[config.mk]
export PLATFORM = sky130hd
export DESIGN_NAME = ebusSubsys
export DESIGN_NICKNAME = d
export VERILOG_FILES = /design/src/ebusPkg.sv /design/src/ebusSubsys.sv /design/src/edpSlice.sv /design/src/flagRegister.sv /design/src/ebusMux.sv /design/src/feBridge.sv
export SDC_FILE = /design/constraint.sdc
export NUM_CORES = 1
export LEC_CHECK = 0
export ABC_AREA = 1
export BUFFER_PORTS_ARGS = -buffer_cell sky130_fd_sc_hd__clkbuf_2
export CAP_MARGIN = 10
export CORE_ASPECT_RATIO = 1.75
export CORE_MARGIN = 2
export CORE_UTILIZATION = 48
export DETAILED_ROUTE_END_ITERATION = 12
export HOLD_SLACK_MARGIN = 0.08
export PLACE_DENSITY = 0.75
export SLEW_MARGIN = 40
export SYNTH_ARGS = -nofsm -noshare
export SYNTH_HDL_FRONTEND = slang
export SYNTH_HIERARCHICAL = 1
export SYNTH_SLANG_ARGS = --single-unit
[constraint.sdc]
create_clock -name clk -period 4 [get_ports clk]
set_input_delay 0 -clock clk [delete_from_list [all_inputs] [get_ports clk]]
set_output_delay 0 -clock clk [all_outputs]
set_load 0.1 [all_outputs]
[src/ebusPkg.sv]
package ebusPkg;

  // widths of the diagnostic side of the EBUS
  localparam int EBUS_WIDTH = 36;
  localparam int FUNC_WIDTH = 7;
  localparam int SLICE_WIDTH = 6;

  // the EDP data path is built from this many slices across one word
  localparam int SLICE_COUNT = EBUS_WIDTH / SLICE_WIDTH;

  // bit 0 is the most significant bit, as on the backplane
  typedef logic [0:EBUS_WIDTH-1] tEbusData;

  // diagnostic function select, carried on ds
  typedef logic [0:FUNC_WIDTH-1] tDiagFunc;

  // one EDP slice field, in the same bit order as the word
  typedef logic [0:SLICE_WIDTH-1] tSliceData;

  // diagnostic function codes
  // read codes make a board drive the bus, write codes load it on diagStrobe
  localparam tDiagFunc DS_APR_RD = 7'o00;
  localparam tDiagFunc DS_APR_WR = 7'o01;
  localparam tDiagFunc DS_PI_RD  = 7'o02;
  localparam tDiagFunc DS_PI_WR  = 7'o03;
  localparam tDiagFunc DS_EDP_RD = 7'o04;
  localparam tDiagFunc DS_EDP_WR = 7'o05;

  // front end sequencing, one diagnostic bus cycle per command
  typedef enum logic [1:0] {
    IDLE,
    CYCLE,
    RESP
  } tFeState;

endpackage
[src/ebusSubsys.sv]
`timescale 1ns/1ps

module ebusSubsys #(
  parameter ebusPkg::tEbusData APR_RESET = '0,
  parameter ebusPkg::tEbusData PI_RESET = '0
) (
  input  logic              clk,
  input  logic              rst,
  input  logic              cmdValid,
  output logic              cmdReady,
  input  logic              cmdWrite,
  input  ebusPkg::tDiagFunc cmdFunc,
  input  ebusPkg::tEbusData cmdData,
  output logic              rspValid,
  input  logic              rspReady,
  output ebusPkg::tEbusData rspData,
  input  logic              arLoad,
  input  ebusPkg::tEbusData arIn,
  input  ebusPkg::tEbusData aprEvents,
  input  ebusPkg::tEbusData piEvents
);

  ebusPkg::tDiagFunc  ds;
  logic               diagStrobe;
  ebusPkg::tEbusData  ebusData;

  // one driver pair per bus participant
  logic               feDriving;
  ebusPkg::tEbusData  feData;
  logic               aprDriving;
  ebusPkg::tEbusData  aprData;
  logic               piDriving;
  ebusPkg::tEbusData  piData;
  logic [0:ebusPkg::SLICE_COUNT-1] edpDriving;
  ebusPkg::tSliceData edpField [0:ebusPkg::SLICE_COUNT-1];

  feBridge feBridge (
    .clk        (clk),
    .rst        (rst),
    .cmdValid   (cmdValid),
    .cmdReady   (cmdReady),
    .cmdWrite   (cmdWrite),
    .cmdFunc    (cmdFunc),
    .cmdData    (cmdData),
    .rspValid   (rspValid),
    .rspReady   (rspReady),
    .rspData    (rspData),
    .ds         (ds),
    .diagStrobe (diagStrobe),
    .feDriving  (feDriving),
    .feData     (feData),
    .ebusData   (ebusData)
  );

  flagRegister #(
    .RD_FUNC     (ebusPkg::DS_APR_RD),
    .WR_FUNC     (ebusPkg::DS_APR_WR),
    .RESET_VALUE (APR_RESET)
  ) aprFlags (
    .clk        (clk),
    .rst        (rst),
    .ds         (ds),
    .diagStrobe (diagStrobe),
    .ebusData   (ebusData),
    .events     (aprEvents),
    .driving    (aprDriving),
    .data       (aprData)
  );

  flagRegister #(
    .RD_FUNC     (ebusPkg::DS_PI_RD),
    .WR_FUNC     (ebusPkg::DS_PI_WR),
    .RESET_VALUE (PI_RESET)
  ) piFlags (
    .clk        (clk),
    .rst        (rst),
    .ds         (ds),
    .diagStrobe (diagStrobe),
    .ebusData   (ebusData),
    .events     (piEvents),
    .driving    (piDriving),
    .data       (piData)
  );

  // slice 0 holds AR bits 0 to 5
  for (genvar i = 0; i < ebusPkg::SLICE_COUNT; i++)
  begin : edpSlices
    edpSlice #(
      .SLICE (i)
    ) slice (
      .clk        (clk),
      .rst        (rst),
      .ds         (ds),
      .diagStrobe (diagStrobe),
      .ebusData   (ebusData),
      .arLoad     (arLoad),
      .arIn       (arIn),
      .driving    (edpDriving[i]),
      .field      (edpField[i])
    );
  end

  ebusMux ebusMux (
    .feDriving  (feDriving),
    .feData     (feData),
    .aprDriving (aprDriving),
    .aprData    (aprData),
    .piDriving  (piDriving),
    .piData     (piData),
    .edpDriving (edpDriving),
    .edpField   (edpField),
    .ebusData   (ebusData)
  );

endmodule

[src/edpSlice.sv]
`timescale 1ns/1ps

module edpSlice #(
  parameter int SLICE = 0
) (
  input  logic               clk,
  input  logic               rst,
  input  ebusPkg::tDiagFunc  ds,
  input  logic               diagStrobe,
  input  ebusPkg::tEbusData  ebusData,
  input  logic               arLoad,
  input  ebusPkg::tEbusData  arIn,
  output logic               driving,
  output ebusPkg::tSliceData field
);

  // first bit of this slice within the word
  localparam int BASE = SLICE * ebusPkg::SLICE_WIDTH;

  ebusPkg::tSliceData arField;
  logic               diagLoad;

  assign diagLoad = diagStrobe && (ds == ebusPkg::DS_EDP_WR);

  always_ff @(posedge clk)
  begin
    if (rst)
    begin
      arField <= '0;
    end
    else if (diagLoad)
    begin
      arField <= ebusData[BASE +: ebusPkg::SLICE_WIDTH];
    end
    else if (arLoad)
    begin
      arField <= arIn[BASE +: ebusPkg::SLICE_WIDTH];
    end
  end

  // the multiplexer reassembles the word from all six slices
  assign driving = (ds == ebusPkg::DS_EDP_RD);
  assign field = arField;

endmodule

[src/flagRegister.sv]
`timescale 1ns/1ps

module flagRegister #(
  parameter ebusPkg::tDiagFunc RD_FUNC = ebusPkg::DS_APR_RD,
  parameter ebusPkg::tDiagFunc WR_FUNC = ebusPkg::DS_APR_WR,
  parameter ebusPkg::tEbusData RESET_VALUE = '0
) (
  input  logic              clk,
  input  logic              rst,
  input  ebusPkg::tDiagFunc ds,
  input  logic              diagStrobe,
  input  ebusPkg::tEbusData ebusData,
  input  ebusPkg::tEbusData events,
  output logic              driving,
  output ebusPkg::tEbusData data
);

  ebusPkg::tEbusData flags;
  logic              diagLoad;

  assign diagLoad = diagStrobe && (ds == WR_FUNC);

  // flags are sticky until software overwrites the whole register
  always_ff @(posedge clk)
  begin
    if (rst)
    begin
      flags <= RESET_VALUE;
    end
    else if (diagLoad)
    begin
      // an event in the same cycle as the load is lost
      flags <= ebusData;
    end
    else
    begin
      flags <= flags | events;
    end
  end

  assign driving = (ds == RD_FUNC);
  assign data = flags;

endmodule

[src/ebusMux.sv]
`timescale 1ns/1ps

module ebusMux (
  input  logic               feDriving,
  input  ebusPkg::tEbusData  feData,
  input  logic               aprDriving,
  input  ebusPkg::tEbusData  aprData,
  input  logic               piDriving,
  input  ebusPkg::tEbusData  piData,
  input  logic [0:ebusPkg::SLICE_COUNT-1] edpDriving,
  input  ebusPkg::tSliceData edpField [0:ebusPkg::SLICE_COUNT-1],
  output ebusPkg::tEbusData  ebusData
);

  ebusPkg::tEbusData edpWord;

  // slice i owns bits 6i through 6i+5, so slice 0 carries the top of the word
  always_comb
  begin
    edpWord = '0;
    for (int i = 0; i < ebusPkg::SLICE_COUNT; i++)
    begin
      edpWord[i*ebusPkg::SLICE_WIDTH +: ebusPkg::SLICE_WIDTH] = edpField[i];
    end
  end

  // fixed priority, the front end wins over every board
  always_comb
  begin
    if (feDriving)
    begin
      ebusData = feData;
    end
    else if (aprDriving)
    begin
      ebusData = aprData;
    end
    else if (piDriving)
    begin
      ebusData = piData;
    end
    else if (|edpDriving)
    begin
      // any one slice driving puts the whole EDP group on the bus
      ebusData = edpWord;
    end
    else
    begin
      ebusData = '0;
    end
  end

endmodule

[src/feBridge.sv]
`timescale 1ns/1ps

module feBridge (
  input  logic              clk,
  input  logic              rst,
  input  logic              cmdValid,
  output logic              cmdReady,
  input  logic              cmdWrite,
  input  ebusPkg::tDiagFunc cmdFunc,
  input  ebusPkg::tEbusData cmdData,
  output logic              rspValid,
  input  logic              rspReady,
  output ebusPkg::tEbusData rspData,
  output ebusPkg::tDiagFunc ds,
  output logic              diagStrobe,
  output logic              feDriving,
  output ebusPkg::tEbusData feData,
  input  ebusPkg::tEbusData ebusData
);

  // no board decodes this code, so the bus stays quiet between cycles
  localparam ebusPkg::tDiagFunc DS_IDLE = 7'o177;

  ebusPkg::tFeState  state;
  logic              writeReg;
  ebusPkg::tDiagFunc funcReg;
  ebusPkg::tEbusData dataReg;
  logic              cmdAccept;
  logic              inCycle;

  assign cmdAccept = cmdValid && cmdReady;
  assign inCycle = (state == ebusPkg::CYCLE);

  always_ff @(posedge clk)
  begin
    if (rst)
    begin
      state <= ebusPkg::IDLE;
      writeReg <= 1'b0;
    end
    else
    begin
      case (state)
        ebusPkg::IDLE:
        begin
          if (cmdAccept)
          begin
            state <= ebusPkg::CYCLE;
            writeReg <= cmdWrite;
          end
        end
        ebusPkg::CYCLE:
        begin
          // writes have nothing to return, reads wait for the consumer
          if (writeReg)
            state <= ebusPkg::IDLE;
          else
            state <= ebusPkg::RESP;
        end
        ebusPkg::RESP:
        begin
          if (rspReady)
            state <= ebusPkg::IDLE;
        end
        default:
        begin
          state <= ebusPkg::IDLE;
        end
      endcase
    end
  end

  // the command is held here so the outside port is free after acceptance
  always_ff @(posedge clk)
  begin
    if (cmdAccept)
    begin
      funcReg <= cmdFunc;
      dataReg <= cmdData;
    end
  end

  // read data is sampled at the end of the bus cycle
  always_ff @(posedge clk)
  begin
    if (inCycle && !writeReg)
      rspData <= ebusData;
  end

  assign cmdReady = (state == ebusPkg::IDLE);
  assign rspValid = (state == ebusPkg::RESP);

  assign ds = inCycle ? funcReg : DS_IDLE;
  assign diagStrobe = inCycle && writeReg;
  assign feDriving = inCycle && writeReg;
  assign feData = dataReg;

endmodule

==> results of run 1 <==
-- state kept, by name, summed over array words and instances (netlist names) --
register,cells
piFlags/data,36
edpSlices.slice/field,36
feBridge/writeReg,1
feBridge/rspData,36
feBridge/funcReg,7
feBridge/state,2
aprFlags/data,36
feBridge/feData,36
-- metal layers --
metal  vias to the layer above  wire length, um  track usage
met3                        91             2069      0.03629
met5                         -                0            0
li1                       5012                -            -
met2                       470            16640       0.5192
met4                         0             1532       0.1486
met1                      4562            10940       0.2952
-- power by group through the flow --
stage | clock, uW | sequential, uW | combinational, uW
floorplan | 0 | 2380 | 252
global placement | 0 | 2240 | 575
detailed placement | 0 | 2250 | 583
CTS | 1720 | 2200 | 705
global route | 1790 | 2210 | 768
finish | 1700 | 2200 | 712
-- cells in the final DEF (no fill, tap or decap), types with 2 or more instances in the layout --
cell and instances:
dlygate4sd3_1 154, nor2_2 20, clkinv_4 3, or2_1 7
nand3b_1 13, clkbuf_2 194, nor2_4 10, clkbuf_8 2
nand4_1 37, clkinv_1 2, inv_6 2, nand2_1 423
clkbuf_16 18, or2_2 39, inv_2 9, inv_4 2
edfxtp_1 79, nor2_1 215, nand2_2 2, nand3_2 2
nand3_1 64, clkinvlp_4 3, buf_4 11, a21oi_1 123
nand4_4 6, dfxtp_1 111, clkinv_2 2, inv_1 173
-- worst min-delay path: cells and delay by family --
kind / cells / cell delay [ns]
buffers and inverters: 2 / 0.33
AND/OR/NAND/NOR: 1 / 0.14
-- worst max-delay path by stage --
stage                                   start  depth (start not counted)                                        to
2_1_floorplan  feBridge/state[0]$_SDFFE_PP0P_                          3              feBridge/feData[0]$_DFFE_PP_
5_1_grt        feBridge/state[0]$_SDFFE_PP0P_                         17  edpSlices[3].slice/field[1]$_SDFFE_PP0P_
6_report       feBridge/state[1]$_SDFFE_PP0P_                         18  edpSlices[4].slice/field[5]$_SDFFE_PP0P_
3_5_place_dp   feBridge/state[1]$_SDFFE_PP0P_                         18  edpSlices[1].slice/field[1]$_SDFFE_PP0P_
3_3_place_gp   feBridge/state[1]$_SDFFE_PP0P_                         18  edpSlices[1].slice/field[1]$_SDFFE_PP0P_
4_1_cts        feBridge/state[1]$_SDFFE_PP0P_                         18  edpSlices[4].slice/field[5]$_SDFFE_PP0P_
-- cell families (layout without fill, tap and decap cells) --
family	Yosys count	count (layout)	share of synthesized area
buf+inv	242	580	0.1210
simple gates	842	842	0.3690
flops	190	190	0.4497
compound gates	123	123	0.06026
-- final cells by class --
type / count / area share
well taps: 252 / 0.02377
inverters: 186 / 0.05301
multi-input cells: 965 / 0.3322
flip-flops and latches: 190 / 0.3464
repair buffers: 362 / 0.2003
clock inverters: 11 / 0.008017
clock buffers: 21 / 0.03631
-- metrics by stage --
| step | total power, uW | cells | area, um2 | hold slack, ns |
|---|---|---|---|---|
| 2_1_floorplan | 2632 | 1397 | 10220 | 0.06907 |
| 3_3_place_gp | 2819 | 1799 | 11090 | 0.1770 |
| 3_5_place_dp | 2829 | 1801 | 11140 | 0.1786 |
| 4_1_cts | 4626 | 1987 | 13270 | 0.08315 |
| 5_1_grt | 4767 | 1987 | 13270 | 0.1125 |
| 6_report | 4610 | 1987 | 13270 | 0.07726 |
-- repair_timing --
| action | CTS | global route |
|---|---|---|
| hold endpoints to repair | 154 | 0 |
| hold buffers | 154 | 0 |
| resized for setup | 0 | 0 |
==> out/metrics.cfg, run 1 <==
[outcome]
outcome=complete, no violations

[yosys]
netlist_area_mm2=0.01022
syn_area_per_cell_um2=7.313
synth.yosys.warnings=6
number_of_enable_flip_flop_cells_after_synthesis=79
synth.top_cell.area_share=0.2322
synth_top_cells_by_area=edfxtp_1 23%, dfxtp_1 22%, nand2_1 16%, nor2_1 8.0%, inv_1 6.4%
synth.yosys.seq_area_share=0.4497
post_synth_inst_count=1397
yosysMostFrequentCell=nand2_1
postSynthRegisterBits=190
post_synthesis_net_count=1554
async_flop_share=0
ys_types=28
synth_top_cells_by_count=423 x nand2_1, 217 x nor2_1, 175 x inv_1
netlist.top_cell.by_area=edfxtp_1
synth-main-ff-cell=dfxtp_1

[worst_setup_path]
reg2regPathDepth=18
worst-setup-path-type=reg2reg
crit_path_max_fanout=36
crit_chain=inv_2 > nand2_2 > or2_1 > inv_1 > nand2_1 > nor2_2 > nand2_1 > nor2_1 > nor2_2 > nand3_4 > nand2_1 > nand2_1 > nand2_1 > nand2_1 > inv_1 > nand4_1 > nand2_1 > a21oi_1
timing.reg2reg.setup_slack_ns=0.82
crit_required_ns=4.31
worst_r2r_endpoint=edpSlices[4].slice/field[5]$_SDFFE_PP0P_
cpMaxStageDelayCell=or2_1
worstSetupStartpointType=flop
crit_buf_inv=3
critPathTopFamily=simple AND/OR/NAND/NOR gates
cp.arrival_ns=3.48
timing.critical_path.to_type=flop
critPathMostFrequentCell=nand2_1
worstReg2RegStart=feBridge/state[1]$_SDFFE_PP0P_
timing.critical_path.slowest_cell_delay_ns=0.60

[worst_hold_path]
timing.hold.worst.start=rst
hold_end=feBridge/state[0]$_SDFFE_PP0P_
hp-class=in2reg
worstHoldPathCells=3

[power]
power.density_mw_per_mm2=347.6
clock_power_share=0.368
total_leakage_power_uw=0.006441
power.share.switching=0.2728
combinationalPowerShare=0.154
internal_power_uw=3353
ir_drop_mv=0.2797
p_switching_uw=1258
power.share.sequential=0.478

[floorplan]
core_area_mm2=0.02093
die-height_um=197.0
core.rowCount=70
design.die.area_mm2=0.02251
initial_utilization=0.4880
ioPinCount=195
die-width_um=114.3

[clock_network]
clkSinkCount=190
worstSkewPairLatency_ns=0.44
tritoncts=yes
buffer_cell_driving_the_clock_tree_root=clkbuf_16
number_of_buffers_on_the_longest_clock_path=2
htreeDepth=4
cts.repair_timing.setup_buffer_count=0
clkSlewWorstSetupHoldPaths_ns=0.07
number_of_cts_inserted_buffers=17

[finish]
register_area_mm2=0.004594
diodes=0
fillerInstances=1773
post_route_cells_drive_above_1_share=0.1919
syn_to_final_growth_pct=29.85
total_area_of_multi_input_combinational_cells_mm2=0.004407
finish.net_count=1879
final_util=0.6337

[routing]
drcViolationCount=0
drt-total-wl_mm=31.18
detail_route.wl_per_cell_um=15.69
via_count=10140
ant_nets=0
dr.first_iter.drc_count=853
detail_route.vias_per_cell=5.101
drt-pass1-iter-count=7

[sta]
worst_rel_slew_slack=0.5008
fin_crit_ns=3.178
transition_time_of_the_tightest_slew_check_pin_ns=0.7488
setup_tns_ns=0
final-hold-violation-count=0
fin_crit_sh=0.7945
setup_violations=0
clock.fmax_mhz=314.7
timing.final.ws_setup_ns=0.8222
clock_skew_ns=0.008718
rsz0062_at_grt=false
final-max-slew-violation-count=0

[grt]
grt_start_max_net_pins=57
grt_util_all_layers=0.2772
via_count_of_the_first_global_routing_pass=9749
antenna_found_initial=0
grt_overflow=0
grt_first_pass_wirelength_mm=48.04

[placement]
port_buffers=194
dp_hpwl_mm=19.56
dp_worst_setup_slack_ns=0.8751
routability_congestion=0.8324

[run]
cap_violations=0

Power figures use the tool's default switching activity.
==> inputs of run 2 (changes only) <==
==> constraint.sdc (replaced) <==
create_clock -name clk -period 3.2 [get_ports clk]
set_input_delay 0 -clock clk [delete_from_list [all_inputs] [get_ports clk]]
set_output_delay 0 -clock clk [all_outputs]
set_load 0.1 [all_outputs]
==> run 2 against run 1 <==
  * Via count increased by 2.7%
  * Sequential power grew 25%
  * Combinational power increased by 27%
  * Hold slack improved by 0.18 ns
  * Die area unchanged
  * Wire length up 5.2%
  * Register-to-register slack worse by 0.61 ns
  * Non-clock buffer count increased by 13
  * Cell count rose by 0.65%
  * Critical path type unchanged
  * Largest cell class unchanged
==> out/metrics.cfg, run 2 (synthesis gave the netlist of run 1 again) <==
[grt]
via_count_of_the_first_global_routing_pass=10050
antenna_found_initial=0
grt_util_all_layers=0.2892
grt_overflow=0
grt_first_pass_wirelength_mm=50.19
grt_start_max_net_pins=73

[sta]
transition_time_of_the_tightest_slew_check_pin_ns=0.7433
fin_crit_ns=2.983
setup_tns_ns=0
final-hold-violation-count=0
final-max-slew-violation-count=0
fin_crit_sh=0.9323
rsz0062_at_grt=false
setup_violations=0
timing.final.ws_setup_ns=0.2167
worst_rel_slew_slack=0.5014
clock_skew_ns=0.008189
clock.fmax_mhz=335.2

[floorplan]
initial_utilization=0.4880
core.rowCount=70
core_area_mm2=0.02093
ioPinCount=195
die-height_um=197.0
design.die.area_mm2=0.02251
die-width_um=114.3

[worst_setup_path]
worst-setup-path-type=reg2reg
worstSetupStartpointType=flop
worstReg2RegStart=feBridge/state[0]$_SDFFE_PP0P_
startpoint=feBridge/state[0]$_SDFFE_PP0P_
timing.critical_path.to_type=flop
crit_required_ns=3.51
cp.arrival_ns=3.30
crit_path_max_fanout=36

[clock_network]
tritoncts=yes
clkSinkCount=190
clkSlewWorstSetupHoldPaths_ns=0.07
buffer_cell_driving_the_clock_tree_root=clkbuf_16
number_of_buffers_on_the_longest_clock_path=2
number_of_cts_inserted_buffers=17
htreeDepth=4
worstSkewPairLatency_ns=0.45

[finish]
fillerInstances=1751
post_route_cells_drive_above_1_share=0.1997
register_area_mm2=0.004594
syn_to_final_growth_pct=30.80
final_util=0.6384
layout_commonest_cell=nand2_1
layout.cells.most_common_list=423 x nand2_1, 215 x nor2_1, 193 x clkbuf_2
finish.net_count=1892
total_area_of_multi_input_combinational_cells_mm2=0.004407
diodes=0

[power]
total_leakage_power_uw=0.006510
power.density_mw_per_mm2=435.1
ir_drop_mv=0.3978

[placement]
routability_congestion=0.8631
dp_hpwl_mm=20.17
port_buffers=194
dp_worst_setup_slack_ns=0.1529

[run]
cap_violations=0

[routing]
drcViolationCount=0
detail_route.vias_per_cell=5.205
via_count=10410
detail_route.wl_per_cell_um=16.41
drt-total-wl_mm=32.81
dr.first_iter.drc_count=870
ant_nets=0
drt-pass1-iter-count=6

[worst_hold_path]
timing.hold.worst.start=arLoad
hp-class=in2reg

[outcome]
outcome=complete, no violations

## run 2: timing repair
| action | 4_1_cts | 5_1_grt |
|---|---|---|
| hold endpoints to repair | 154 | 0 |
| buffers inserted | 0 | 0 |
| gates resized for setup | 0 | 5 |
| setup endpoints to repair | 0 | 31 |
| hold buffers | 155 | 0 |
## run 2: per-stage QoR
| stage | instance area (um2) | instances | hold slack, ns | power (uW) |
|---|---|---|---|---|
| after floorplan | 10220 | 1397 | 0.06907 | 3290 |
| after global placement | 11220 | 1813 | 0.1764 | 3533 |
| after detailed placement | 11220 | 1813 | 0.1786 | 3546 |
| after CTS | 13360 | 2000 | 0.2381 | 5827 |
| after global routing | 13360 | 2000 | 0.2581 | 5999 |
| final | 13360 | 2000 | 0.2603 | 5814 |
## run 2: critical path, cell delays in order (launching register included)
cell and delay [ns]:
dfxtp_1 0.41, nand2_2 0.14, or2_1 0.45, nand2_1 0.20, nor2_2 0.07, nand2_1 0.06, nor2_1 0.05, nor2_2 0.17
nand3_4 0.44, nand2_1 0.19, nand2_1 0.09, nand2_1 0.08, nand2_1 0.15, inv_1 0.09, nand4_1 0.09, nand2_1 0.09
a21oi_1 0.07
## run 2: layout make-up
cell class	count	share of cell area
sequential	190	0.3438
timing repair buffer	375	0.2064
clock inverter	14	0.01180
clock buffer	18	0.03212
inverter	186	0.05253
multi-input combinational	965	0.3298
tap	252	0.02360
## run 2: routing by layer
metal  vias up  part of all wire  track usage
met2       516              0.52       0.5302
met4         0             0.050       0.1721
li1       5050                 -            -
met5         -                 0            0
met1      4734              0.36       0.3062
met3       110             0.069      0.04490
## run 2: report_power, final
group          leakage (uW)  switching [uW]  total [uW]  internal, uW
Combinational       0.00458             566         906           340
Sequential          0.00165            69.0        2760          2690
Clock              0.000285             984        2150          1170
Total               0.00651            1620        5810          4190
## run 2: path summary, 6_finish.rpt
| path | endpoint | slack [ns] | depth (start not counted) |
|---|---|---|---|
| setup / recovery | edpSlices[4].slice/field[5]$_SDFFE_PP0P_ | 0.22 | 16 |
| hold / removal | edpSlices[5].slice/field[5]$_SDFFE_PP0P_ | 0.26 | 5 |
| setup reg to reg | edpSlices[4].slice/field[5]$_SDFFE_PP0P_ | 0.22 | 16 |
| hold reg to reg | edpSlices[2].slice/field[1]$_SDFFE_PP0P_ | 0.49 | 2 |
